==> config.mk <==
export PLATFORM = sky130hd
export DESIGN_NAME = ahb_gpio
export DESIGN_NICKNAME = d
export VERILOG_FILES = /design/src/hw/soc_pkg.sv /design/src/hw/ahb_gpio.sv
export SDC_FILE = /design/constraint.sdc
export NUM_CORES = 1
export LEC_CHECK = 0
export BUFFER_PORTS_ARGS = -buffer_cell sky130_fd_sc_hd__buf_2
export CAP_MARGIN = 25
export CORE_MARGIN = 8
export CORE_UTILIZATION = 46
export CTS_CLUSTER_DIAMETER = 40
export DETAILED_ROUTE_END_ITERATION = 10
export GPL_ROUTABILITY_DRIVEN = 1
export PLACE_DENSITY_LB_ADDON = 0.25
export SYNTH_ARGS = -nofsm -noshare
export SYNTH_HDL_FRONTEND = slang
export SYNTH_SLANG_ARGS = --single-unit
==> constraint.sdc <==
create_clock -name clk -period 1.9 [get_ports clk]
set_input_delay 0.285 -clock clk [delete_from_list [all_inputs] [get_ports clk]]
set_output_delay 0.285 -clock clk [all_outputs]
set_load 0.02 [all_outputs]
==> src/hw/soc_pkg.sv <==
`default_nettype none

package soc_pkg;

	typedef logic [31:0] addr_t;
	typedef logic [31:0] word_t;
	typedef logic [17:0] sram_addr_t;
	typedef logic [15:0] half_t;

	localparam int N_PADS = 23;
	typedef logic [N_PADS-1:0] pads_t;

	// Top address nibble picks the slave
	localparam int SLAVE_SEL_MSB = 31;
	localparam int SLAVE_SEL_LSB = 28;
	localparam logic [3:0] SRAM_REGION = 4'h0;
	localparam logic [3:0] GPIO_REGION = 4'h4;

	localparam addr_t GPIO_OUT_OFS = 32'h0;
	localparam addr_t GPIO_OE_OFS  = 32'h4;
	localparam addr_t GPIO_IN_OFS  = 32'h8;

	typedef enum logic [1:0] {
		HTRANS_IDLE   = 2'b00,
		HTRANS_BUSY   = 2'b01,
		HTRANS_NONSEQ = 2'b10,
		HTRANS_SEQ    = 2'b11
	} htrans_e;

	typedef enum logic [2:0] {
		HSIZE_BYTE = 3'b000,
		HSIZE_HALF = 3'b001,
		HSIZE_WORD = 3'b010
	} hsize_e;

	typedef enum logic {
		HRESP_OKAY  = 1'b0,
		HRESP_ERROR = 1'b1
	} hresp_e;

	typedef enum logic [1:0] {
		SRAM_IDLE,
		SRAM_LOW,
		SRAM_HIGH,
		SRAM_DONE
	} sram_state_e;

endpackage

`default_nettype wire

==> src/hw/ahb_gpio.sv <==
`timescale 1ns/1ps
`default_nettype none

module ahb_gpio import soc_pkg::*; (
	input  logic    clk,
	input  logic    rst_n,
	input  logic    hsel,
	input  logic    hready,
	input  addr_t   haddr,
	input  logic    hwrite,
	input  htrans_e htrans,
	input  hsize_e  hsize,
	input  word_t   hwdata,
	output word_t   hrdata,
	output logic    hready_resp,
	output hresp_e  hresp,
	output pads_t   padout,
	output pads_t   padoe,
	input  pads_t   padin
);

	logic       start;
	logic       dph_write;
	logic [3:0] dph_ofs;
	hsize_e     dph_size;
	logic [3:0] wstrb;
	word_t      wmask;
	pads_t      out_q;
	pads_t      oe_q;
	pads_t      in_meta;
	pads_t      in_sync;

	function automatic pads_t merge_lanes(pads_t old, word_t wdata, word_t mask);
		return (old & ~mask[N_PADS-1:0]) | (wdata[N_PADS-1:0] & mask[N_PADS-1:0]);
	endfunction

	assign start = hsel && ((htrans == HTRANS_NONSEQ) || (htrans == HTRANS_SEQ));

	always_ff @(posedge clk or negedge rst_n) begin
		if (!rst_n) begin
			dph_write <= 1'b0;
			dph_ofs <= '0;
			dph_size <= HSIZE_BYTE;
		end else if (hready) begin
			dph_write <= start && hwrite;
			if (start) begin
				dph_ofs <= haddr[3:0];
				dph_size <= hsize;
			end
		end
	end

	always_comb begin
		case (dph_size)
			HSIZE_BYTE: wstrb = 4'b0001 << dph_ofs[1:0];
			HSIZE_HALF: wstrb = dph_ofs[1] ? 4'b1100 : 4'b0011;
			default:    wstrb = 4'b1111;
		endcase
	end

	assign wmask = {{8{wstrb[3]}}, {8{wstrb[2]}}, {8{wstrb[1]}}, {8{wstrb[0]}}};

	// Writes to IN fall through and are dropped
	always_ff @(posedge clk or negedge rst_n) begin
		if (!rst_n) begin
			out_q <= '0;
			oe_q <= '0;
		end else if (dph_write && hready) begin
			if (dph_ofs[3:2] == GPIO_OUT_OFS[3:2])
				out_q <= merge_lanes(out_q, hwdata, wmask);
			else if (dph_ofs[3:2] == GPIO_OE_OFS[3:2])
				oe_q <= merge_lanes(oe_q, hwdata, wmask);
		end
	end

	// Two-stage synchronizer on the pad inputs
	always_ff @(posedge clk or negedge rst_n) begin
		if (!rst_n) begin
			in_meta <= '0;
			in_sync <= '0;
		end else begin
			in_meta <= padin;
			in_sync <= in_meta;
		end
	end

	always_comb begin
		hrdata = '0;
		case (dph_ofs[3:2])
			GPIO_OUT_OFS[3:2]: hrdata[N_PADS-1:0] = out_q;
			GPIO_OE_OFS[3:2]:  hrdata[N_PADS-1:0] = oe_q;
			GPIO_IN_OFS[3:2]:  hrdata[N_PADS-1:0] = in_sync;
			default:           hrdata = '0;
		endcase
	end

	assign hready_resp = 1'b1;
	assign hresp = HRESP_OKAY;
	assign padout = out_q;
	assign padoe = oe_q;

endmodule

`default_nettype wire

### Word-level counts from Yosys, hierarchy flattened

Cells that the tools add are included.

| word-level totals | value |
|---|---|
| bits in registers | 100 |

| cells by class | value |
|---|---|
| equality and inequality tests | 5 |
| shift operators | 1 |
| muxes and demuxes | 3 |
| bitwise operators | 7 |
| reductions and logical operators | 9 |

Operators with widths:

| cell | number |
|---|---|
| $and 23x23->23 | 3 |
| $pmux 23 s3 | 1 |
| $or 23x23->23 | 2 |
| $not 23->23 | 1 |
| $eq 2x2->1 const B | 3 |
| $pmux 3 s2 | 1 |
| $reduce_and 2->1 | 2 |
| $eq 3x1->1 const B | 1 |
| $logic_and 1x1->1 | 3 |
| $logic_not 3->1 | 1 |
| $mux 3 | 1 |
| $reduce_and 3->1 | 1 |
| $shl 1x2->3 const A | 1 |
| $eq 2x1->1 const B | 1 |
| $logic_not 2->1 | 1 |
| $logic_or 1x1->1 | 1 |
| $not 1->1 | 1 |

### Logic depth before layout (Yosys ltp)

Gate-level depths: netlist (run 1).

| logic depth | value |
|---|---|
| depth in word-level cells | 5 |
| mapped depth | 7 |

### Least setup slack after synthesis (run 1)

Ideal clock, no wire load.

| path | value |
|---|---|
| path kind | reg2out |
| from | reg dph_ofs[3] |
| to | out hrdata[17] |
| arrival time | 1339 ps |
| data required time | 1615 ps |
| slack | 276 ps |
| cell stages (with the launch flop) | 5 |
| path buffers | 2 |
| path through | dfrtp_1 buf_2 buf_2 mux2i_1 o21ai_0 |

| on the way | value |
|---|---|
| longest elaborated chain between the ends | 2 |
| elaborated cells between the ends (all ways) | 4 |
| classes of those cells | eq/ne: 2; mux: 1; reduce/logical: 1 |

RTL lines:

| what | RTL line | RTL |
|---|---|---|
| start: declaration | ahb_gpio.sv:24 | `logic [3:0] dph_ofs;` |
| start signal: assignment | ahb_gpio.sv:47 | `dph_ofs <= haddr[3:0];` |
| $eq 2x2->1 (tied with other cells) | ahb_gpio.sv:89 | `case (dph_ofs[3:2])` |
| $pmux 23 s3 (*) | ahb_gpio.sv:89 |  |
| end: declaration | ahb_gpio.sv:14 | `output word_t hrdata,` |

Mark *: on every way between the ends. The rest lies on a longest branch, timed or not.

### Worst setup path after layout (run 1)

| path | value |
|---|---|
| from | reg dph_ofs[3] |
| to | out hrdata[15] |

Same word-level chain as after synthesis.

==> results of run 1 <==
-- report_power, final --
group / leakage, nW / internal, mW / total [mW] / switching, mW
logic: 1.18 / 0.951 / 2.33 / 1.37
registers: 1.22 / 2.59 / 2.92 / 0.328
clock network: 0.0850 / 0.607 / 1.30 / 0.692
total: 2.48 / 4.15 / 6.54 / 2.39
-- area by class of cell --
cell class | count | area share
flip-flops and latches | 100 | 0.517
multi-input cells | 150 | 0.257
repair buffers | 138 | 0.158
well taps | 105 | 0.0271
clock buffers | 10 | 0.0263
clock inverters | 5 | 0.0127
inverters | 3 | 0.00232
-- repair_timing --
| action | CTS | global route |
|---|---|---|
| resized for setup | 3 | 8 |
| hold endpoints to repair | 36 | 0 |
| cloned | 0 | 0 |
| hold buffers | 1 | 0 |
| setup buffers | 0 | 1 |
| endpoints found under the setup margin | 10 | 18 |
-- metal layers --
layer,up-vias,GRT usage,share of wire
met2,75,0.270,0.51
met4,0,0.0416,0.0065
met5,-,0,0
met3,5,0.0575,0.074
met1,1223,0.190,0.41
li1,1159,-,-
-- critical path, stage by stage (launching register included) --
cell     delay [ns]
dfrtp_2        0.46
nor2b_4        0.16
buf_6          0.17
nand2_1        0.07
o21ai_1        0.14
buf_4          0.19
-- cells in the mapped netlist --
| library cell | number | area [µm²] |
|---|---|---|
| nand2b_1 | 2 | 12.5 |
| a211o_1 | 1 | 8.76 |
| clkbuf_1 | 4 | 15.0 |
| conb_1 | 2 | 7.51 |
| nand2b_4 | 1 | 13.8 |
| a211oi_1 | 1 | 7.51 |
| nand3_1 | 2 | 10.0 |
| nand3_4 | 1 | 17.5 |
| buf_2 | 4 | 20.0 |
| nor2_4 | 1 | 11.3 |
| mux2_4 | 8 | 120 |
| nor2b_1 | 1 | 6.26 |
| o22ai_1 | 1 | 6.26 |
| or2_1 | 1 | 6.26 |
| buf_6 | 1 | 11.3 |
| nand2_1 | 23 | 86.3 |
| nor2_2 | 3 | 18.8 |
| dfrtp_1 | 100 | 2500 |
| nor2_1 | 1 | 3.75 |
| mux2_2 | 44 | 495 |
| o21ai_0 | 23 | 115 |
| a211oi_2 | 1 | 12.5 |
| buf_4 | 12 | 90.1 |
| mux2i_1 | 23 | 230 |
| inv_1 | 3 | 11.3 |
| mux2_1 | 1 | 11.3 |
-- worst max-delay path by stage --
stage | to | cells after the start
2_1_floorplan | hrdata[17] | 4
3_3_place_gp | flip-flop | 5
3_5_place_dp | flip-flop | 4
4_1_cts | hrdata[5] | 4
5_1_grt | hrdata[6] | 5
6_report | hrdata[15] | 5
-- cell usage in the layout, fill, tap and decap left out, types with 2 or more instances in the layout --
cell	count
buf_12	2
buf_2	125
buf_4	6
buf_6	4
clkbuf_8	9
clkinvlp_4	3
conb_1	11
dfrtp_1	99
inv_1	3
mux2_2	44
mux2_4	8
mux2i_1	23
nand2_1	23
nand2b_1	2
nand3_1	2
nor2_2	3
o21ai_0	18
o21ai_1	5
-- cell families after synthesis --
logic type	count (synthesis)
flip-flops	100
multiplexers	76
AND/OR/NAND/NOR	36
AO/OA/AOI/OAI	27
buffers and inverters	24
other	2
==> metrics.md, run 1 <==
| Metric | Value |
|---|---|
| Crit path max fanout | 12 |
| Core Box Area | 8180 µm² |
| CTS tree | done |
| Slew Limit Fails | 0 |
| Die Ht | 108 µm |
| Root Buffer Master | clkbuf_8 |
| Area delta synth->final | 25.8% |
| Final setup margin | 0.0662 ns |
| Largest buffer count on any clock path | 2 |
| Mux share of post-synthesis cell area | 0.223 |
| FMAX | 0.545 GHz |
| Post-Syn Area | 3850 µm² |
| R2r startpoint | dph_ofs[3] |
| Largest net degree at the start of global routing | 41 |
| # IOs | 177 |
| Post-route ant nets | 0 |
| 1st-iter DRT viols | 107 |
| First-pass GRT wire length | 14400 µm |
| Fraction of layout cells with a size suffix above 1 | 0.522 |
| Type of the worst setup path | flip-flop to primary output |
| Antenna violations before repair | 0 |
| Reg2Reg Depth | 4 |
| Cell row count | 33 |
| Post-route DRC | 0 |
| Hold Crit Start | padin[2] |
| Reg clk slew, reported paths | 0.09 ns |
| Post-Synth Adder-Cell Area | 0 |
| Worst IR drop on VDD | 791 µV |
| Final setup TNS | 0 ns |
| Routed wire per std cell | 17.2 µm |
| Placer Congestion | 0.719 |
| Crit. End Element | primary output |
| Clk_skew | 0.0115 ns |
| Min-Delay Path Depth | 1 |
| Placed cell area | 4610 µm² |
| Hold EP | in_meta[2] |
| PortBufs | 127 |
| Design Area, Final | 4840 µm² |
| Max Cap Viol | 0 |
| CTS H-tree depth | 3 |
| CTS Buf Count | 9 |
| DR vias/cell | 4.82 |
| Vias in the first global route | 2848 |
| Multi-input gate area | 1240 µm² |
| Leak | 2.48 nW |
| Cells after Synth | 265 |
| DRT Pass-1 Iters | 4 |
| # clock sinks | 100 |
| Sequential area share after synthesis | 0.650 |
| Initial Util | 0.471 |
| Simple-gate area share of the yosys netlist | 0.0484 |
| Worst-Skew Late Latency | 0.35 ns |
| Hold Fails Final Rpt | 0 |
| PnR Total Power | 6.54 mW |
| Die X | 108 µm |
| DPL Wire Length | 6560 µm |
| Period utilization | 0.965 |
| Synth cell types | 26 |
| ANT cells | 0 |
| Setup crit start kind | flip-flop |
| Post-Synth XOR/XNOR Area | 0 |
| Fillers | 679 |
| Synth Area per Inst | 14.5 µm² |
| Tmin final | 1.83 ns |
| Combinational family with the most area after synthesis | multiplexers |
| Status | completed |
| Pwr/cell area | 1350 nW/µm² |
| Place WS | 0.227 ns |
| Synth Area in Compound Gates | 0.0390 |
| CP Data Arrival Time | 1.55 ns |
| Via count | 2462 |
| Die area | 11600 µm² |
| Register-to-register setup slack | 0.18 ns |
| Final setup violation count | 0 |
| Register area | 2500 µm² |
| GRT Total Usage | 0.160 |
| Remaining global-route overflow | 0 |
| Worst setup startpoint | dph_ofs[3] |
| Hold_ws | 0.0307 ns |
| Worst slew pin tran | 0.548 ns |
| Seq cells post-synth | 100 |
| Drt total wl | 8810 µm |
| Worst rel slew slack | 0.634 |
| Dpl cells | 494 |
| Ys Warns | 0 |
| Count of non-filler cells in the finished layout | 511 |
| Fin util | 0.592 |
| Fin nets | 499 |
| Hold WC Path Type | input pin to flip-flop |
| Worst Path Required | 1.62 ns |
Note: power is estimated with default switching activity, not from simulation.
==> run 2: changes to the inputs <==
--- a/config.mk
+++ b/config.mk
@@ -12,7 +12,7 @@
 export CTS_CLUSTER_DIAMETER = 40
 export DETAILED_ROUTE_END_ITERATION = 10
 export GPL_ROUTABILITY_DRIVEN = 1
-export PLACE_DENSITY_LB_ADDON = 0.25
+export PLACE_DENSITY = 0.89
 export SYNTH_ARGS = -nofsm -noshare
 export SYNTH_HDL_FRONTEND = slang
 export SYNTH_SLANG_ARGS = --single-unit
==> run 2 against run 1 <==
  * Sequential cell count did not move
  * Register-to-register slack lost 0.04 ns
  * Core utilization is 0.061 points lower
  * Worst setup slack improved by 0.011 ns
  * Critical path depth did not move
  * Global-route usage about the same
  * Clock-buffer cell count decreased by 1
  * Total power down 1.6%
  * Clock power fell by 10%
  * Final area decreased by 0.10%
  * Fmax grew 0.62%
  * Worst hold slack better by 0.0067 ns
==> metrics.md, run 2 (same netlist as run 1, synthesis figures left out) <==
| Metric | Value |
|---|---|
| Status | completed (unchanged) |
| Root Buffer Master | clkbuf_8 (unchanged) |
| Sw Share | 0.376 (was 0.366) |
| Clk_skew | 0.00779 ns (was 0.0115 ns) |
| Core Box Area | 8180 µm² (unchanged) |
| # IOs | 177 (unchanged) |
| Crit path max fanout | 8 (was 12) |
| Slew Limit Fails | 0 (unchanged) |
| Period utilization | 0.959 (was 0.965) |
| Drt total wl | 9230 µm (was 8810 µm) |
| Hold_ws | 0.0374 ns (was 0.0307 ns) |
| Post-route ant nets | 0 (unchanged) |
| CTS H-tree depth | 3 (unchanged) |
| DR vias/cell | 4.93 (was 4.82) |
| Reg clk slew, reported paths | 0.09 ns (about the same) |
| Die X | 108 µm (unchanged) |
| Remaining global-route overflow | 0 (unchanged) |
| Final setup violation count | 0 (unchanged) |
| Reg2Reg Depth | 5 (was 4) |
| Placed cell area | 4630 µm² (was 4610 µm²) |
| PnR Total Power | 6.43 mW (was 6.54 mW) |
| Hold Fails Final Rpt | 0 (unchanged) |
| CTS Buf Count | 9 (unchanged) |
| Psw | 2.42 mW (was 2.39 mW) |
| Hold WC Path Type | input pin to flip-flop (unchanged) |
| Place WS | 0.165 ns (was 0.227 ns) |
| CP Cell Sequence | nor2b_4 -> buf_4 -> nand2_1 -> o21ai_1 -> buf_4 (was nor2b_4 -> buf_6 -> nand2_1 -> o21ai_1 -> buf_4) |
| Count of non-filler cells in the finished layout | 515 (was 511) |
| CP max stage cell | dfrtp_2 (unchanged) |
| Fillers | 687 (was 679) |
| Tmin final | 1.82 ns (was 1.83 ns) |
| CP Data Arrival Time | 1.54 ns (was 1.55 ns) |
| Placer Congestion | 0.781 (was 0.719) |
| FMAX | 0.549 GHz (was 0.545 GHz) |
| Seq pwr share | 0.454 (was 0.446) |
| Most used cell along the critical path | buf_4 |
| Commonest non-fill, non-tap cell in the layout | buf_2 (unchanged) |
| Final setup TNS | 0 ns (unchanged) |
| Setup crit start kind | flip-flop (unchanged) |
| DRT Pass-1 Iters | 4 (unchanged) |
| 1st-iter DRT viols | 58 (was 107) |
| CP max stage delay | 0.48 ns (was 0.46 ns) |
| Post-route DRC | 0 (unchanged) |
| Die area | 11600 µm² (unchanged) |
| Type of the worst setup path | flip-flop to primary output (unchanged) |
| Commonest non-fill, non-tap cells in the layout | buf_2 (125), dfrtp_1 (99), mux2_2 (44) (unchanged) |
| Largest buffer count on any clock path | 2 (unchanged) |
| Leak | 2.50 nW (was 2.48 nW) |
| Worst-Skew Late Latency | 0.34 ns (was 0.35 ns) |
| Dpl cells | 498 (was 494) |
| Antenna violations before repair | 0 (unchanged) |
| Fin util | 0.592 (about the same) |
| Die Ht | 108 µm (unchanged) |
| Clock power frac | 0.181 (was 0.199) |
| First-pass GRT wire length | 14400 µm (about the same) |
| Worst IR drop on VDD | 757 µV (was 791 µV) |
| Power Internal | 4.01 mW (was 4.15 mW) |
| CTS tree | done (unchanged) |
| Max Cap Viol | 0 (unchanged) |
| Crit path max-delay family | flip-flops (unchanged) |
| DPL Wire Length | 6860 µm (was 6560 µm) |
| Crit. End Element | primary output (unchanged) |
| Bufs and invs on worst path | 2 (unchanged) |
| ANT cells | 0 (unchanged) |
| Min-Delay Path Depth | 1 (unchanged) |
| Routed wire per std cell | 17.9 µm (was 17.2 µm) |
| Pwr/cell area | 1330 nW/µm² (was 1350 nW/µm²) |
| Fraction of layout cells with a size suffix above 1 | 0.529 (was 0.522) |
| Largest net degree at the start of global routing | 39 (was 41) |
| Initial Util | 0.471 (unchanged) |
| Via count | 2539 (was 2462) |
| Final setup margin | 0.0775 ns (was 0.0662 ns) |
| Vias in the first global route | 2833 (was 2848) |
| Area delta synth->final | 25.6% (was 25.8%) |
| Worst Path Required | 1.62 ns (about the same) |
| # clock sinks | 100 (unchanged) |
| Cell row count | 33 (unchanged) |
| RSZ-0062 raised after global routing | true |
| WP depth | 5 (unchanged) |
| Comb pwr share | 0.365 (was 0.356) |
| GRT Total Usage | 0.160 (about the same) |
| Design Area, Final | 4840 µm² (about the same) |
| PortBufs | 127 (unchanged) |
| Fin nets | 503 (was 499) |
==> run 2: cell count changes in the layout (fill, tap and decap cells not counted), sizes merged <==
cell,delta
buf,+4
bufinv,-1
clkbuf,-1
clkinv,+4
clkinvlp,-1
inv,-1
==> run 2: worst paths after layout <==
check | startpoint | end | slack [ns]
max in group asynchronous | rst_n | in_meta[4] | 0.85
max reg2reg | dph_ofs[3] | flip-flop | 0.14
min | padin[19] | in_meta[19] | 0.04
max | dph_ofs[3] | hrdata[15] | 0.08
min in group asynchronous | rst_n | async pin | 0.43
min reg2reg | in_meta[8] | in_sync[8] | 0.35
==> run 2: routing by layer <==
metal / up-vias / routed length [µm] / GRT usage
met5: - / 0 / 0
met2: 83 / 4860 / 0.280
li1: 1169 / - / -
met1: 1273 / 3580 / 0.182
met4: 0 / 157 / 0.0624
met3: 14 / 636 / 0.0431
==> run 2: timing repair <==
item,CTS,global route
gates resized for setup,4,4
hold buffers,1,0
buffers inserted,0,1
pin swaps,0,0
hold endpoints to repair,28,0
endpoints found under the setup margin,19,16
==> run 2: area by class of cell <==
| class | count | area (µm²) | area share |
|---|---|---|---|
| flip-flops and latches | 100 | 2500 | 0.517 |
| clock buffers | 9 | 124 | 0.0256 |
| multi-input cells | 150 | 1240 | 0.257 |
| well taps | 105 | 131 | 0.0272 |
| repair buffers | 142 | 783 | 0.162 |
| inverters | 3 | 11.3 | 0.00233 |
| clock inverters | 6 | 42.5 | 0.00879 |
==> run 2: power by group through the flow <==
stage	clock network [mW]	registers [mW]	logic (mW)
final	1.17	2.92	2.35
after floorplan	0	3.38	0.988
after global routing	1.29	2.98	2.50
after CTS	1.21	2.92	2.37
after global placement	0	2.91	2.30
after detailed placement	0	2.95	2.35
==> run 3: changes to the inputs <==
--- a/config.mk
+++ b/config.mk
@@ -7,8 +7,10 @@
 export LEC_CHECK = 0
 export BUFFER_PORTS_ARGS = -buffer_cell sky130_fd_sc_hd__buf_2
 export CAP_MARGIN = 25
+export CELL_PAD_IN_SITES_DETAIL_PLACEMENT = 1
+export CELL_PAD_IN_SITES_GLOBAL_PLACEMENT = 1
 export CORE_MARGIN = 8
-export CORE_UTILIZATION = 46
+export CORE_UTILIZATION = 36
 export CTS_CLUSTER_DIAMETER = 40
 export DETAILED_ROUTE_END_ITERATION = 10
 export GPL_ROUTABILITY_DRIVEN = 1
==> run 3 against run 2 <==
  * Clock skew rose by 0.0095 ns
  * Critical path type unchanged
  * Worst hold slack worse by 0.0087 ns
  * Combinational power about the same
  * Final cell count up 5.8%
  * Sequential cell count unchanged
  * Total power rose by 2.3%
  * First-iteration DRC count rose by 12%
  * Sequential share of layout area fell by 0.58 points
  * Global-route usage shrank 1.2 points
  * Largest cell class unchanged
  * Sequential power barely moved
  * Routed wire length grew 12%
==> metrics.md, run 3 (same netlist as run 1, synthesis figures left out) <==
| Metric | Value |
|---|---|
| Commonest non-fill, non-tap cell in the layout | buf_2 (unchanged) |
| Commonest non-fill, non-tap cells in the layout | buf_2 (123), dfrtp_1 (99), mux2_2 (44) (was buf_2 (125), dfrtp_1 (99), mux2_2 (44)) |
| DR vias/cell | 4.68 (was 4.93) |
| CTS H-tree depth | 3 (unchanged) |
| Die X | 119 µm (was 108 µm) |
| Worst-Skew Late Latency | 0.35 ns (was 0.34 ns) |
| Clk_skew | 0.0173 ns (was 0.00779 ns) |
| Slew Limit Fails | 0 (unchanged) |
| Die Ht | 119 µm (was 108 µm) |
| Max Cap Viol | 0 (unchanged) |
| Place WS | 0.203 ns (was 0.165 ns) |
| RSZ-0062 raised after global routing | false (was true) |
| Via count | 2551 (was 2539) |
| Min-Delay Path Depth | 1 (unchanged) |
| Status | completed (unchanged) |
| Period utilization | 0.959 (about the same) |
| Worst IR drop on VDD | 646 µV (was 757 µV) |
| Fraction of layout cells with a size suffix above 1 | 0.523 (was 0.529) |
| WP depth | 4 (was 5) |
| Core Box Area | 10400 µm² (was 8180 µm²) |
| Reg2Reg Depth | 5 (unchanged) |
| # IOs | 177 (unchanged) |
| CTS tree | done (unchanged) |
| Drt total wl | 10400 µm (was 9230 µm) |
| Worst slew pin tran | 0.535 ns |
| Largest net degree at the start of global routing | 101 (was 39) |
| FMAX | 0.549 GHz (about the same) |
| Leak | 2.50 nW (about the same) |
| Crit path max fanout | 13 (was 8) |
| Hold Fails Final Rpt | 0 (unchanged) |
| Crit. End Element | primary output (unchanged) |
| PortBufs | 127 (unchanged) |
| Multi-input gate area | 1240 µm² (unchanged) |
| Initial Util | 0.371 (was 0.471) |
| Type of the worst setup path | flip-flop to primary output (unchanged) |
| Reg clk slew, reported paths | 0.10 ns (was 0.09 ns) |
| Final setup margin | 0.0785 ns (was 0.0775 ns) |
| Register area | 2500 µm² (unchanged) |
| Worst Path Required | 1.62 ns (about the same) |
| Die area | 14300 µm² (was 11600 µm²) |
| Final setup TNS | 0 ns (unchanged) |
| DPL Wire Length | 7840 µm (was 6860 µm) |
| Placer Congestion | 0.732 (was 0.781) |
| Root Buffer Master | clkbuf_8 (unchanged) |
| Pwr/cell area | 1350 nW/µm² (was 1330 nW/µm²) |
| CP max stage cell | dfrtp_2 (unchanged) |
| Fin nets | 501 (was 503) |
| Area delta synth->final | 27.1% (was 25.6%) |
| CP Data Arrival Time | 1.54 ns (about the same) |
| Hold WC Path Type | input pin to flip-flop (unchanged) |
| Vias in the first global route | 3058 (was 2833) |
| Cell row count | 37 (was 33) |
| Crit path max-delay family | flip-flops (unchanged) |
| Remaining global-route overflow | 0 (unchanged) |
| First-pass GRT wire length | 16700 µm (was 14400 µm) |
| Final setup violation count | 0 (unchanged) |
| Tmin final | 1.82 ns (about the same) |
| GRT Total Usage | 0.149 (was 0.160) |
| Largest buffer count on any clock path | 2 (unchanged) |
| ANT cells | 0 (unchanged) |
| # clock sinks | 100 (unchanged) |
| Setup crit start kind | flip-flop (unchanged) |
| DRT Pass-1 Iters | 4 (unchanged) |
| 1st-iter DRT viols | 65 (was 58) |
| Post-route ant nets | 0 (unchanged) |
| Fillers | 1127 (was 687) |
| Post-route DRC | 0 (unchanged) |
| Routed wire per std cell | 19.0 µm (was 17.9 µm) |
| Worst rel slew slack | 0.643 |
| CP Cell Sequence | buf_8 -> mux2i_1 -> o21ai_0 -> buf_2 (was nor2b_4 -> buf_4 -> nand2_1 -> o21ai_1 -> buf_4) |
| Hold_ws | 0.0287 ns (was 0.0374 ns) |
| Fin util | 0.472 (was 0.592) |
| Antenna violations before repair | 0 (unchanged) |
| Bufs and invs on worst path | 2 (unchanged) |
| PnR Total Power | 6.58 mW (was 6.43 mW) |
| CTS Buf Count | 9 (unchanged) |
| CP max stage delay | 0.47 ns (was 0.48 ns) |
[run 3: final cells by class]
type,instances,share of cell area
flip-flops and latches,100,0.512
clock inverters,7,0.0115
repair buffers,140,0.161
inverters,3,0.00230
clock buffers,9,0.0253
multi-input cells,150,0.254
well taps,136,0.0348
[run 3: per-stage QoR]
| step | instance area, µm² | cells |
|---|---|---|
| 6_report | 4890 | 545 |
| 3_5_place_dp | 4630 | 524 |
| 4_1_cts | 4840 | 541 |
| 5_1_grt | 4890 | 545 |
| 2_1_floorplan | 3880 | 274 |
| 3_3_place_gp | 4630 | 524 |
[run 3: path summary, 6_finish.rpt]
kind / from / endpoint / slack (ns)
min in group asynchronous: rst_n / in_meta[8] / 0.51
worst min register to register: in_meta[21] / in_sync[21] / 0.36
worst min-delay path: padin[17] / in_meta[17] / 0.03
worst max-delay path: dph_ofs[3] / hrdata[8] / 0.08
worst max register to register: dph_ofs[2] / flip-flop / 0.10
max in group asynchronous: rst_n / async pin / 0.97
[run 3: report_power, final]
group	switching [mW]	leakage [nW]	internal, mW	total [mW]
Combinational	1.41	1.18	0.969	2.38
Clock	0.764	0.0963	0.498	1.26
Sequential	0.351	1.22	2.59	2.94
[run 3: repair_timing]
item,CTS,global route
buffers inserted,0,2
endpoints found under the hold margin,31,2
hold buffers,1,2
gates resized for setup,3,11
setup endpoints to repair,19,23
[run 3: metal layers]
metal,GRT usage,vias up,wire (µm)
li1,-,1160,-
met4,0.0367,0,85
met1,0.161,1303,4030
met3,0.0439,6,550
met5,0,-,0
met2,0.277,82,5700
