$ cat src/hw/soc_pkg.sv
`default_nettype none

package soc_pkg;

	typedef logic [31:0] addr_t;
	typedef logic [31:0] word_t;
	typedef logic [17:0] sram_addr_t;
	typedef logic [15:0] half_t;

	localparam int N_PADS = 23;
	typedef logic [N_PADS-1:0] pads_t;

	// Top address nibble picks the slave
	localparam int SLAVE_SEL_MSB = 31;
	localparam int SLAVE_SEL_LSB = 28;
	localparam logic [3:0] SRAM_REGION = 4'h0;
	localparam logic [3:0] GPIO_REGION = 4'h4;

	localparam addr_t GPIO_OUT_OFS = 32'h0;
	localparam addr_t GPIO_OE_OFS  = 32'h4;
	localparam addr_t GPIO_IN_OFS  = 32'h8;

	typedef enum logic [1:0] {
		HTRANS_IDLE   = 2'b00,
		HTRANS_BUSY   = 2'b01,
		HTRANS_NONSEQ = 2'b10,
		HTRANS_SEQ    = 2'b11
	} htrans_e;

	typedef enum logic [2:0] {
		HSIZE_BYTE = 3'b000,
		HSIZE_HALF = 3'b001,
		HSIZE_WORD = 3'b010
	} hsize_e;

	typedef enum logic {
		HRESP_OKAY  = 1'b0,
		HRESP_ERROR = 1'b1
	} hresp_e;

	typedef enum logic [1:0] {
		SRAM_IDLE,
		SRAM_LOW,
		SRAM_HIGH,
		SRAM_DONE
	} sram_state_e;

endpackage

`default_nettype wire

$ cat src/hw/ahb_splitter.sv
`timescale 1ns/1ps
`default_nettype none

module ahb_splitter import soc_pkg::*; (
	input  logic    clk,
	input  logic    rst_n,
	input  addr_t   haddr,
	input  htrans_e htrans,
	input  logic    hready,
	output logic    hsel_sram,
	output logic    hsel_gpio,
	input  word_t   hrdata_sram,
	input  word_t   hrdata_gpio,
	input  logic    hready_resp_sram,
	input  logic    hready_resp_gpio,
	input  hresp_e  hresp_sram,
	input  hresp_e  hresp_gpio,
	output word_t   hrdata,
	output logic    hready_resp,
	output hresp_e  hresp
);

	logic [SLAVE_SEL_MSB-SLAVE_SEL_LSB:0] region;
	logic gpio_ofs_ok;
	logic active;
	logic unmapped;
	logic dph_sram;
	logic dph_gpio;
	logic err_first;
	logic err_second;

	assign region = haddr[SLAVE_SEL_MSB:SLAVE_SEL_LSB];
	// Registers are word sized, nothing lives past the IN word
	assign gpio_ofs_ok = haddr[SLAVE_SEL_LSB-1:2] <= GPIO_IN_OFS[SLAVE_SEL_LSB-1:2];
	assign active = (htrans == HTRANS_NONSEQ) || (htrans == HTRANS_SEQ);

	assign hsel_sram = region == SRAM_REGION;
	assign hsel_gpio = (region == GPIO_REGION) && gpio_ofs_ok;
	assign unmapped = active && !hsel_sram && !hsel_gpio;

	// Data-phase owner, plus the default slave's two error cycles
	always_ff @(posedge clk or negedge rst_n) begin
		if (!rst_n) begin
			dph_sram <= 1'b0;
			dph_gpio <= 1'b0;
			err_first <= 1'b0;
			err_second <= 1'b0;
		end else begin
			err_first <= hready && unmapped;
			err_second <= err_first;
			if (hready) begin
				dph_sram <= hsel_sram && active;
				dph_gpio <= hsel_gpio && active;
			end
		end
	end

	always_comb begin
		if (dph_sram) begin
			hrdata = hrdata_sram;
			hready_resp = hready_resp_sram;
			hresp = hresp_sram;
		end else if (dph_gpio) begin
			hrdata = hrdata_gpio;
			hready_resp = hready_resp_gpio;
			hresp = hresp_gpio;
		end else begin
			// Default slave: idle phases complete at once, unmapped ones error
			hrdata = '0;
			hready_resp = !err_first;
			hresp = (err_first || err_second) ? HRESP_ERROR : HRESP_OKAY;
		end
	end

	// At most one slave owns any data phase
	assert property (@(posedge clk) disable iff (!rst_n)
		$onehot0({dph_sram, dph_gpio, err_first || err_second}))
		else $error("more than one data-phase owner");

endmodule

`default_nettype wire

$ cat config.mk
export PLATFORM = sky130hd
export DESIGN_NAME = ahb_splitter
export DESIGN_NICKNAME = d
export VERILOG_FILES = /design/src/hw/soc_pkg.sv /design/src/hw/ahb_splitter.sv
export SDC_FILE = /design/constraint.sdc
export NUM_CORES = 1
export LEC_CHECK = 0
export ABC_AREA = 1
export BUFFER_PORTS_ARGS = -buffer_cell sky130_fd_sc_hd__buf_4
export CORE_AREA = 2 2 55 57
export DETAILED_ROUTE_END_ITERATION = 10
export DIE_AREA = 0 0 57 59
export PLACE_DENSITY = 0.82
export SLEW_MARGIN = 10
export SYNTH_ARGS = -nofsm -noshare
export SYNTH_HDL_FRONTEND = slang
export SYNTH_SLANG_ARGS = --single-unit
$ cat constraint.sdc
create_clock -name clk -period 3.2 [get_ports clk]
set_input_delay 0.64 -clock clk [delete_from_list [all_inputs] [get_ports clk]]
set_output_delay 0.64 -clock clk [all_outputs]
set_load 0.005 [all_outputs]
Word-level counts from Yosys, hierarchy flattened
Index checks and enable logic that the tools add are counted.
{ "word_totals": {"register_bits": 4, "input_bits": 105, "output_inout_bits": 36, "word_cells": 27} }
{ "classes": {"magnitude_cmp": 1, "eq_ne": 3, "n_mux": 7, "n_reduce_logical": 12} }
{ "op_table": {"columns": ["cell", "count"], "rows": [
  ["32-bit two-way mux", 2],
  ["26-bit by 2-bit less-or-equal comparator with 1-bit output (second input constant)", 1],
  ["1-bit logical AND", 6],
  ["1-bit two-way mux", 5],
  ["2-bit equality test (second input constant)", 2],
  ["4-bit by 3-bit equality test with 1-bit output (second input constant)", 1],
  ["4-bit zero test", 1],
  ["1-bit zero test", 3],
  ["1-bit logical OR", 2]
]} }

Logic depth before layout (Yosys ltp)
Gate-level depths: netlist of the first run.
{ "logic_depth": {"depth_word": 5, "mapped_depth": 7, "depth_no_buf": 7} }

Worst setup path before layout of the first run
No wires, ideal clock.
{ "synth_timing": {"path_type": "input to output", "from": "in haddr[29]", "to": "out hsel_sram", "arrival_time_ps": 1142, "path_slack_ps": 1418, "path_stages": 4, "path_cell_list": "nor2_1 > nand2_1 > or2_2 > inv_1"} }
{ "synth_via": {"elab_chain_cells": 1} }
{ "synth_lines": {"columns": ["element", "line_no", "source"], "rows": [
  ["start: declaration", "ahb_splitter.sv:7", "input addr_t haddr,"],
  ["4-bit zero test", "ahb_splitter.sv:37", "assign hsel_sram = region == SRAM_REGION;"],
  ["end: declaration", "ahb_splitter.sv:10", "output logic hsel_sram,"]
]} }
No other way between the ends.

Final worst setup path of the first run
{ "layout_timing": {"from": "reg dph_sram", "to": "out hresp"} }
{ "layout_via": {"elab_chain_cells": 1} }
{ "layout_lines": {"columns": ["element", "line_no", "source"], "rows": [
  ["start: declaration", "ahb_splitter.sv:27", "logic dph_sram;"],
  ["start signal: assignment", "ahb_splitter.sv:52", "dph_sram <= hsel_sram && active;"],
  ["1-bit two-way mux", "ahb_splitter.sv:59", "if (dph_sram) begin"],
  ["end: declaration", "ahb_splitter.sv:20", "output hresp_e hresp"]
]} }
No other way between the ends.

==> results.txt, run 1 <==
----------------------------------------------------
[Clock network]
  Number of setup buffers added after CTS ... 0
  Total of cells resized after clock tree synthesis ... 0
  H-tree levels ... 1
  CTS clk-pin slew, worst paths ... roughly 0.040 ns
  Clock Sink Count ... 4
  Clock insertion delay at the later pin of the skew report ... 0.23 ns
  CTS tree ... built
  TritonCTS buffer count ... 3
  Max clock buf depth ... 2
  Clk root buf ... sky130_fd_sc_hd__clkbuf_4
  Number of hold buffers added after cts ... 0

[Worst setup path]
  CP Cell Sequence ... buf_4 -> nor2_1 -> a211oi_1 -> buf_4
  Largest fanout on the critical path ... 22
  Worst path most repeated cell ... sky130_fd_sc_hd__buf_4
  Critical path endpoint category ... primary output
  Critical path data required time ... 2.56 ns
  Kind of start point of the critical path ... flop
  Slowest Stage Delay on Critical Path ... 0.65 ns
  Data arrival time of the critical path ... between 1.5 and 2 ns
  Worst-path cell with the longest stage delay ... sky130_fd_sc_hd__dfrtp_1
  CP Class ... reg -> out

[Yosys]
  Number of synthesized flops with an enable pin ... 0
  Unique masters post-synth ... 17
  Sequential-to-total area share from yosys stat ... 0.133
  Top cells by area, synth ... sky130_fd_sc_hd__a22o_1 37%, sky130_fd_sc_hd__dfrtp_1 13%, sky130_fd_sc_hd__inv_1 11%
  Warnings from Yosys ... 0
  Synth Instances ... around 120
  Post-synth ARST share ... 1.00
  Number of register bits inferred by synthesis ... 4
  Most used standard cell by instance count after synthesis ... sky130_fd_sc_hd__a22o_1
  Post-Syn Area ... roughly 750 sq um
  Most used DFF post-synth ... sky130_fd_sc_hd__dfrtp_1
  Post-Syn Area per Cell ... ~6.3 sq um
  Post-synth net total ... about 220
  Fraction of synthesized cell area taken by the top area cell type ... 0.372
  Cell type with the largest total area after synthesis ... sky130_fd_sc_hd__a22o_1
  Leading post-synthesis cells by instance count ... 32 x sky130_fd_sc_hd__a22o_1, 23 x sky130_fd_sc_hd__inv_1, 21 x sky130_fd_sc_hd__nand2_1, 20 x sky130_fd_sc_hd__nor2_1, 4 x sky130_fd_sc_hd__dfrtp_1

[Pwr]
  PD cells ... around 140 mW/mm^2
  Share of total power in combinational logic ... 0.530
  Switching power total ... ~57 uW
  VDD IR max ... 127 uV
  Register share of total power ... 0.219
  Leakage power summed over all cells ... between 0.001 and 0.0015 uW
  Cell-internal power ... approximately 190 uW
  Fraction of power consumed by the clock network ... 0.251
  Share of total power consumed by net switching ... 0.230

[Place]
  Area of placed instances ... roughly 0.0018 sq mm
  Placed cell count ... roughly 280
  Routability Congestion ... 0.787
  Dpl hpwl ... slightly above 3000 um
  Count of input and output buffers ... 137

[Global routing]
  Aggregate global routing overflow ... 0
  Vias in the first global route ... 1162
  Pin count of the biggest net entering global routing ... 33
  Global routing usage summed across all routing layers ... 0.193
  Wire length of the first global-routing pass ... ~5000 um
  Initial antenna violation count ... 0

[Timing]
  Period utilisation layout ... 0.726
  Worst-case hold slack ... slightly below 0.2 ns
  Setup TNS ... 0 ns
  Final setup fails ... 0
  Least-Margin Pin Slew ... ~0.5 ns
  RSZ-0062 raised after global routing ... false
  Worst slew margin relative to its limit ... 0.659
  Max-slew violation total from the final report ... 0
  Maximum operating frequency ... around 430 MHz
  Final Hold Violating Endpoints ... 0
  Tmin final ... 2.32 ns
  Worst Skew ... 0.0000122 ns

[Detailed routing]
  DRC Markers ... 0
  Number of iterations in the first detailed-routing pass ... 4
  Total length of routed wires ... ~3500 um
  Routed wirelength normalized by instance count ... around 12 um
  Number of design-rule violations left by the first detailed-router iteration ... 78
  Total via count after detailed routing ... 1307
  Per-cell via count in the routed design ... ~4.6
  Antenna Violating Nets Remaining ... 0

[Status]
  Result of the run ... completed

[Floorplanning]
  Total die area ... around 0.0034 sq mm
  Die height ... approximately 59 um
  Top-level port count ... 141
  Initial Util ... 0.278
  Standard-cell rows ... 19
  Die W ... roughly 57 um
  Area of the placeable core ... roughly 0.0027 sq mm

[Cells and area]
  Nets ... 360
  Relative area change from synthesis to final layout ... 138%
  Layout Cells excl Fill ... about 280
  Fraction of layout cells with a size suffix above 1 ... 0.573
  Post-route design area ... 0.00179 sq mm
  Number of antenna cells inserted ... 0

[Worst hold path]
  Path type of the worst min-delay path ... in -> async

[Run]
  Number of max-cap violations ... 0

----------------------------------------------------
[metal layers]
metal	wire, um	vias up	GRT usage
li1	-	671	-
met1	1230	558	0.216
met2	1900	76	0.371
met3	377	2	0.0393
met4	19	0	0.0498
met5	0	-	0
[critical path, delay by kind of cell, from the launching register on]
family,cells,cell delay (ns)
buffers and inverters,2,0.49
AO/OA/AOI/OAI,1,0.23
AND/OR/NAND/NOR,1,0.07
flip-flops,1,0.65
[final cells by class]
cell class / count / area (sq um)
well taps: 31 / 38.8
flip-flops and latches: 4 / 100
repair buffers: 138 / 1040
multi-input cells: 83 / 498
fillers: 257 / 916
inverters: 25 / 98.8
clock buffers: 3 / 22.5
[worst paths after layout]
path / from / to / slack, ns / cells after the start
worst min-delay path: rst_n / err_first / 0.19 / 1
worst min register to register: err_first / err_second / 0.37 / 0
worst max-delay path: dph_sram / hresp / 0.88 / 4
worst max register to register: dph_sram / dph_sram / 2.21 / 2
min in group clk: err_first / err_second / 0.37 / 0
max in group asynchronous: rst_n / dph_sram / 2.91 / 1
[flip-flops by register name (all words and copies together) (netlist names)]
| name | cells |
|---|---|
| dph_gpio | 1 |
| err_first | 1 |
| dph_sram | 1 |
| err_second | 1 |
[power by group through the flow]
stage                     Sequential, uW  Combinational, uW  Clock (uW)
after global routing                54.5                143        71.0
after global placement              54.8                130           0
after detailed placement            54.9                132           0
after CTS                           54.2                132        66.1
final                               54.2                132        62.3
after floorplan                     53.6               25.4           0
[layout by cell type (no fill, tap or decap), drive strengths merged]
master  synthesis  final
nand3           3      3
inv            25     25
o22ai           1      1
dfrtp           4      4
or2             1      1
a211oi          1      1
a21oi           1      1
nor2           20     20
o21ai           1      1
buf             7    138
a22o           32     32
nand2          22     22
nand3b          1      1
clkbuf          0      3
[per-stage QoR]
step / power, uW / utilization / setup slack [ns]
after global placement: 185 / 0.654 / 1.12
final: 248 / 0.662 / 0.878
after detailed placement: 187 / 0.654 / 1.13
after global routing: 269 / 0.662 / 0.694
after CTS: 253 / 0.662 / 0.867
after floorplan: 79.0 / - / 1.42
[cell families (layout without fill, tap and decap cells)]
| family | Yosys count | in the layout | synth area share |
|---|---|---|---|
| buf+inv | 32 | 166 | 0.206 |
| simple gates | 47 | 47 | 0.257 |
| flops | 4 | 4 | 0.133 |
| compound gates | 36 | 36 | 0.404 |
No activity file was read; power rests on OpenSTA's default activity.
==> inputs of run 2 (changes only) <==
Settings changed: ABC_AREA 1 to 0, CORE_AREA 2 2 55 57 to not set, CORE_MARGIN set to 1, CORE_UTILIZATION set to 20, DIE_AREA 0 0 57 59 to not set, PLACE_DENSITY 0.82 to 0.72.
Clock period 3.2 ns to 2 ns, I/O delays scaled along.
==> results.txt, run 2 <==
----------------------------------------------------
[Cells and area]
  Final design utilization ... 0.603 (-0.0592)
  Number of antenna cells inserted ... 0 (unchanged)
  Relative area change from synthesis to final layout ... 179%
  Post-route design area ... 0.00171 sq mm (-5.0%)
  Commonest non-fill, non-tap cell in the layout ... sky130_fd_sc_hd__buf_4
  Filler Cells Inserted ... 252 (-1.9%)
  Most frequent cells in the layout ... 140 x sky130_fd_sc_hd__buf_4, 31 x sky130_fd_sc_hd__a22o_1, 5 x sky130_fd_sc_hd__nand2_1
  Nets ... 317 (-12%)
  Fraction of layout cells with a size suffix above 1 ... 0.719 (+0.146)

[Worst setup path]
  Critical path data required time ... 1.60 ns (-0.96 ns)
  Worst path most repeated cell ... sky130_fd_sc_hd__buf_4
  Largest fanout on the critical path ... 36 (+64%)
  Reg-to-reg endpoint ... dph_sram
  Worst R2R Start ... dph_sram
  Data arrival time of the critical path ... 1.50 ns (-0.18 ns)
  CP Cell Sequence ... buf_4 -> inv_1 -> mux2_2 -> buf_4
  Minimum setup slack among reg-to-reg paths ... 0.92 ns (-1.29 ns)
  Logic depth of the worst register-to-register path ... 3 (+1)
  Kind of start point of the critical path ... flop
  CP Class ... reg -> out
  Crit path buf inv count ... 3 (+1)
  Worst-path cell with the longest stage delay ... sky130_fd_sc_hd__dfrtp_1
  Kind of cell adding the most delay to the critical path ... buffers and inverters
  Slowest Stage Delay on Critical Path ... 0.38 ns (-0.27 ns)
  Critical path endpoint category ... primary output

[Yosys]
  Synth Instances ... 73 (-39%)
  Post-synth net total ... 178 (-21%)
  Post-synth ARST share ... 1.00 (unchanged)
  Number of register bits inferred by synthesis ... 4 (unchanged)
  Post-Syn Area per Cell ... 8.36 sq um (+32%)
  Sequential-to-total area share from yosys stat ... 0.164 (+0.0310)
  Most used standard cell by instance count after synthesis ... sky130_fd_sc_hd__a22o_1
  Fraction of synthesized cell area taken by the top area cell type ... 0.445 (+0.0726)
  Warnings from Yosys ... 0 (unchanged)
  Most used DFF post-synth ... sky130_fd_sc_hd__dfrtp_1
  Number of synthesized flops with an enable pin ... 0 (unchanged)
  Cell type with the largest total area after synthesis ... sky130_fd_sc_hd__a22o_1
  Unique masters post-synth ... 20 (+3)
  Top cells by area, synth ... sky130_fd_sc_hd__a22o_1 44%, sky130_fd_sc_hd__dfrtp_1 16%, sky130_fd_sc_hd__nor4_2 6.1%
  Post-Syn Area ... 611 sq um (-19%)
  Leading post-synthesis cells by instance count ... 31 x sky130_fd_sc_hd__a22o_1, 5 x sky130_fd_sc_hd__buf_2, 5 x sky130_fd_sc_hd__nand2_1, 4 x sky130_fd_sc_hd__dfrtp_1

[Global routing]
  Wire length of the first global-routing pass ... 4690 um (-8.7%)
  Global routing usage summed across all routing layers ... 0.184 (-0.00851)
  Aggregate global routing overflow ... 0 (unchanged)
  Initial antenna violation count ... 0 (unchanged)
  Vias in the first global route ... 1127 (-3.0%)
  Pin count of the biggest net entering global routing ... 37 (+12%)

[Detailed routing]
  Routed wirelength normalized by instance count ... 13.0 um (+5.1%)
  Total length of routed wires ... 3140 um (-11%)
  DRC Markers ... 18 (+18)
  Number of iterations in the first detailed-routing pass ... 7 (+3)
  Number of design-rule violations left by the first detailed-router iteration ... 49 (-37%)
  Total via count after detailed routing ... 1175 (-10%)
  Per-cell via count in the routed design ... 4.88 (+5.9%)
  Antenna Violating Nets Remaining ... 0 (unchanged)

[Floorplanning]
  Total die area ... 0.00328 sq mm (-2.5%)
  Die height ... 57.3 um (-3.0%)
  Die W ... 57.3 um (+0.45%)
  Area of the placeable core ... 0.00283 sq mm (+4.4%)
  Standard-cell rows ... 19 (unchanged)
  Initial Util ... 0.216 (-0.0621)
  Top-level port count ... 141 (unchanged)

[Status]
  Result of the run ... finished, violations left
  Violations in the final reports ... design-rule violations

[Timing]
  Least-Margin Pin Slew ... 0.632 ns (+0.121 ns)
  Worst Skew ... 0.0000593 ns (+0.0000471 ns)
  Worst slew margin relative to its limit ... 0.577 (-0.0819)
  Max-slew violation total from the final report ... 0 (unchanged)
  Maximum operating frequency ... 526 MHz
  Tmin final ... 1.90 ns
  Worst-case hold slack ... 0.384 ns (+0.192 ns)
  Period utilisation layout ... 0.950
  RSZ-0062 raised after global routing ... true
  Final setup fails ... 0 (unchanged)
  Final Hold Violating Endpoints ... 0 (unchanged)
  Setup TNS ... 0 ns (unchanged)

[Clock network]
  CTS clk-pin slew, worst paths ... 0.03 ns (about the same)
  Number of setup buffers added after CTS ... 0 (unchanged)
  Clock insertion delay at the later pin of the skew report ... 0.23 ns (about the same)
  Clock Sink Count ... 4 (unchanged)
  H-tree levels ... 1 (unchanged)
  TritonCTS buffer count ... 3 (unchanged)
  Clk root buf ... sky130_fd_sc_hd__clkbuf_4
  Max clock buf depth ... 2 (unchanged)
  CTS tree ... built

[Pwr]
  Leakage power summed over all cells ... 0.000904 uW (-17%)
  Share of total power consumed by net switching ... 0.215 (-0.0144)
  Register share of total power ... 0.221 (+0.002)
  Fraction of power consumed by the clock network ... 0.246 (-0.005)
  Share of total power in combinational logic ... 0.533 (+0.003)
  Switching power total ... 83.3 uW (+46%)
  PD cells ... 227 mW/mm^2 (+64%)
  VDD IR max ... 191 uV (+51%)
  Cell-internal power ... 304 uW (+59%)

[Worst hold path]
  Destination of the worst hold path ... dph_sram
  Hold_sp ... hready
  Path type of the worst min-delay path ... in -> reg
  Hold Crit Depth ... 2

[Place]
  Area of placed instances ... 0.00167 sq mm (-5.9%)
  Routability Congestion ... 0.748 (-5.0%)
  Count of input and output buffers ... 137 (unchanged)
  Dpl hpwl ... 2700 um (-11%)

[Run]
  Number of max-cap violations ... 0 (unchanged)

----------------------------------------------------
## run 2: changes by cell type after synthesis, sizes merged, moves of 3 or more
cell   before  now
inv        25    2
nand2      22    5
nor2       20    4
nor4        0    5
nor3        0    3
## run 2: power groups by stage
stage,clock network (uW),registers (uW),logic (uW)
3_5_place_dp,0,86.5,205
4_1_cts,101,85.6,207
6_report,95.1,85.5,206
5_1_grt,102,85.9,221
2_1_floorplan,0,85.9,26.6
3_3_place_gp,0,86.2,201
## run 2: per-layer routing
layer,part of all wire,global-route usage,vias up
met2,0.55,0.370,82
met5,0,0,-
met1,0.32,0.171,512
met4,0.011,0.0906,0
met3,0.12,0.0431,2
li1,-,-,579
## run 2: worst reg2reg max path, delay by kind of cell, from the launching register on
kind	cells	cell delay, ns
flops	1	0.38
compound gates	1	0.16
buf+inv	2	0.47
## run 2: through the flow
| step | instances | setup slack (ns) | total power, uW |
|---|---|---|---|
| after floorplan | 73 | 0.630 | 112 |
| after global placement | 237 | 0.00558 | 287 |
| after detailed placement | 237 | -0.0143 | 291 |
| after CTS | 241 | 0.0740 | 393 |
| after global routing | 241 | -0.0251 | 409 |
| final | 241 | 0.100 | 387 |
## run 2: cell families (layout without fill, tap and decap cells)
family | Yosys count | count (layout) | share of synthesized area
DFF | 4 | 4 | 0.164
buffers and inverters | 9 | 146 | 0.0656
AOI/OAI and AO/OA | 38 | 38 | 0.533
and+or+nand+nor | 21 | 21 | 0.219
muxes | 1 | 1 | 0.0184
## run 2: layout make-up
class	instances	area (sq um)	share of cell area
clock buffer	3	22.5	0.0132
tap	31	38.8	0.0227
timing repair buffer	141	1060	0.622
inverter	2	7.51	0.00440
multi-input combinational	60	475	0.279
sequential	4	100	0.0587
## run 2: timing repair
action / in CTS / in global routing
gates resized for setup: 1 / 1
setup endpoints to repair: 31 / 31
hold buffers: 1 / 0
pin swaps: 0 / 11
endpoints found under the hold margin: 4 / 0
## run 2: how the worst max path moves through the flow
| stage | from | slack [ns] | endpoint | cells past startpoint |
|---|---|---|---|---|
| after detailed placement | dph_sram | -0.01 | hrdata[18] | 3 |
| after global placement | dph_sram | 0.006 | hrdata[25] | 3 |
| after global routing | dph_sram | -0.03 | hrdata[18] | 3 |
| after floorplan | dph_sram | 0.63 | hrdata[0] | 4 |
| final | dph_sram | 0.10 | hready_resp | 4 |
| after CTS | dph_sram | 0.07 | hrdata[18] | 3 |
==> inputs of run 3 (changes only) <==
Settings changed: CAP_MARGIN set to 30, PLACE_DENSITY 0.72 to 0.75.
==> results.txt, run 3 (synthesis gave the netlist of run 2 again) <==
----------------------------------------------------
[Worst setup path]
  Worst path most repeated cell ... sky130_fd_sc_hd__buf_4
  Data arrival time of the critical path ... 1.43 ns (-0.07 ns)
  CP Cell Sequence ... buf_4 -> inv_1 -> mux2_2 -> buf_4
  Kind of start point of the critical path ... flop
  Critical path data required time ... 1.60 ns (about the same)
  Minimum setup slack among reg-to-reg paths ... 0.98 ns (+0.06 ns)
  Worst-path cell with the longest stage delay ... sky130_fd_sc_hd__dfrtp_1
  CP Class ... reg -> out
  Largest fanout on the critical path ... 36 (unchanged)
  Slowest Stage Delay on Critical Path ... 0.37 ns (about the same)
  Critical path endpoint category ... primary output

[Timing]
  Max-slew violation total from the final report ... 0 (unchanged)
  Worst Skew ... 0.00000351 ns (-0.0000558 ns)
  Setup TNS ... 0 ns (unchanged)
  Final setup fails ... 0 (unchanged)
  Worst slew margin relative to its limit ... 0.680 (+0.103)
  Maximum operating frequency ... 546 MHz (+3.7%)
  Least-Margin Pin Slew ... 0.475 ns (-0.157 ns)
  Tmin final ... 1.83 ns (-0.0670 ns)
  Final Hold Violating Endpoints ... 0 (unchanged)
  Period utilisation layout ... 0.916 (-0.0335)
  RSZ-0062 raised after global routing ... false

[Detailed routing]
  Antenna Violating Nets Remaining ... 0 (unchanged)
  Number of design-rule violations left by the first detailed-router iteration ... 56 (+14%)
  Total length of routed wires ... 3030 um (-3.7%)
  Number of iterations in the first detailed-routing pass ... 9 (+2)
  Total via count after detailed routing ... 1187 (+1.0%)
  DRC Markers ... 20 (+2)
  Per-cell via count in the routed design ... 4.90 (+0.60%)
  Routed wirelength normalized by instance count ... 12.5 um (-4.1%)

[Global routing]
  Wire length of the first global-routing pass ... 4690 um (-0.15%)
  Aggregate global routing overflow ... 0 (unchanged)
  Vias in the first global route ... 1168 (+3.6%)
  Initial antenna violation count ... 0 (unchanged)
  Pin count of the biggest net entering global routing ... 37 (unchanged)
  Global routing usage summed across all routing layers ... 0.183 (-0.00116)

[Clock network]
  H-tree levels ... 1 (unchanged)
  Clk root buf ... sky130_fd_sc_hd__clkbuf_4
  Clock Sink Count ... 4 (unchanged)
  Max clock buf depth ... 2 (unchanged)
  TritonCTS buffer count ... 3 (unchanged)
  Number of hold buffers added after cts ... 1 (unchanged)
  CTS tree ... built
  CTS clk-pin slew, worst paths ... 0.03 ns (about the same)
  Total of cells resized after clock tree synthesis ... 0 (-1)
  Clock insertion delay at the later pin of the skew report ... 0.23 ns (about the same)
  Number of setup buffers added after CTS ... 0 (unchanged)

[Cells and area]
  Sequential cell area ... 100 sq um (unchanged)
  Fraction of layout cells with a size suffix above 1 ... 0.716 (-0.00341)
  Relative area change from synthesis to final layout ... 183%
  Commonest non-fill, non-tap cell in the layout ... sky130_fd_sc_hd__buf_4
  Nets ... 318 (+0.32%)
  Number of antenna cells inserted ... 0 (unchanged)
  Area of the multi-input gates ... 470 sq um (-1.1%)
  Filler Cells Inserted ... 255 (+1.2%)
  Most frequent cells in the layout ... 140 x sky130_fd_sc_hd__buf_4, 31 x sky130_fd_sc_hd__a22o_1, 5 x sky130_fd_sc_hd__nand2_1
  Final design utilization ... 0.611 (+0.00796)

[Floorplanning]
  Total die area ... 0.00328 sq mm (unchanged)
  Top-level port count ... 141 (unchanged)
  Standard-cell rows ... 19 (unchanged)
  Area of the placeable core ... 0.00283 sq mm (unchanged)
  Initial Util ... 0.216 (unchanged)
  Die height ... 57.3 um (unchanged)
  Die W ... 57.3 um (unchanged)

[Pwr]
  Leakage power summed over all cells ... 0.000915 uW (+1.2%)
  PD cells ... 222 mW/mm^2 (-1.9%)
  VDD IR max ... 227 uV (+19%)

[Status]
  Result of the run ... finished, violations left
  Violations in the final reports ... design-rule violations

[Place]
  Count of input and output buffers ... 137 (unchanged)
  Routability Congestion ... 0.820 (+9.6%)
  Dpl hpwl ... 2670 um (-1.1%)

[Worst hold path]
  Path type of the worst min-delay path ... in -> reg

[Run]
  Number of max-cap violations ... 0 (unchanged)

----------------------------------------------------
## run 3: where the power goes
group	internal, uW	leakage (uW)	switching [uW]
Clock	66.7	0.0000138	27.6
Sequential	84.1	0.0000538	1.32
Combinational	152	0.000848	52.3
## run 3: cell type report
type / count / area share
multi-input cells: 60 / 0.272
repair buffers: 142 / 0.630
well taps: 31 / 0.0224
inverters: 2 / 0.00434
clock buffers: 3 / 0.0130
flip-flops and latches: 4 / 0.0579
## run 3: stage by stage
step	std cells	cell area [sq um]	hold WS, ns	total power [uW]	setup slack [ns]
after detailed placement	238	1700	0.199	291	0.324
after global placement	237	1670	0.196	286	0.0264
final	242	1730	0.380	384	0.167
after global routing	242	1730	0.381	411	0.0727
after CTS	242	1730	0.373	391	0.144
after floorplan	73	611	0.104	112	0.630
## run 3: final timing paths
check	cells past startpoint	end	start
max	4	hready_resp	dph_sram
min	2	dph_sram	hready
max reg2reg	3	dph_sram	dph_sram
min reg2reg	0	err_second	err_first
max in group asynchronous	2	err_first	rst_n
min in group asynchronous	2	dph_sram	rst_n
## run 3: critical path, delay by kind of cell (launching register included)
kind | cells | cell delay, ns
muxes | 1 | 0.33
DFF | 1 | 0.37
buffers and inverters | 3 | 0.50
## run 3: routing by layer
metal  vias up  GRT usage  part of all wire  wire (um)
met5         -          0                 0          0
met4         0     0.0906             0.012         37
met3         2     0.0408              0.12        377
met2        86      0.363              0.55       1650
met1       517      0.175              0.32        958
li1        582          -                 -          -
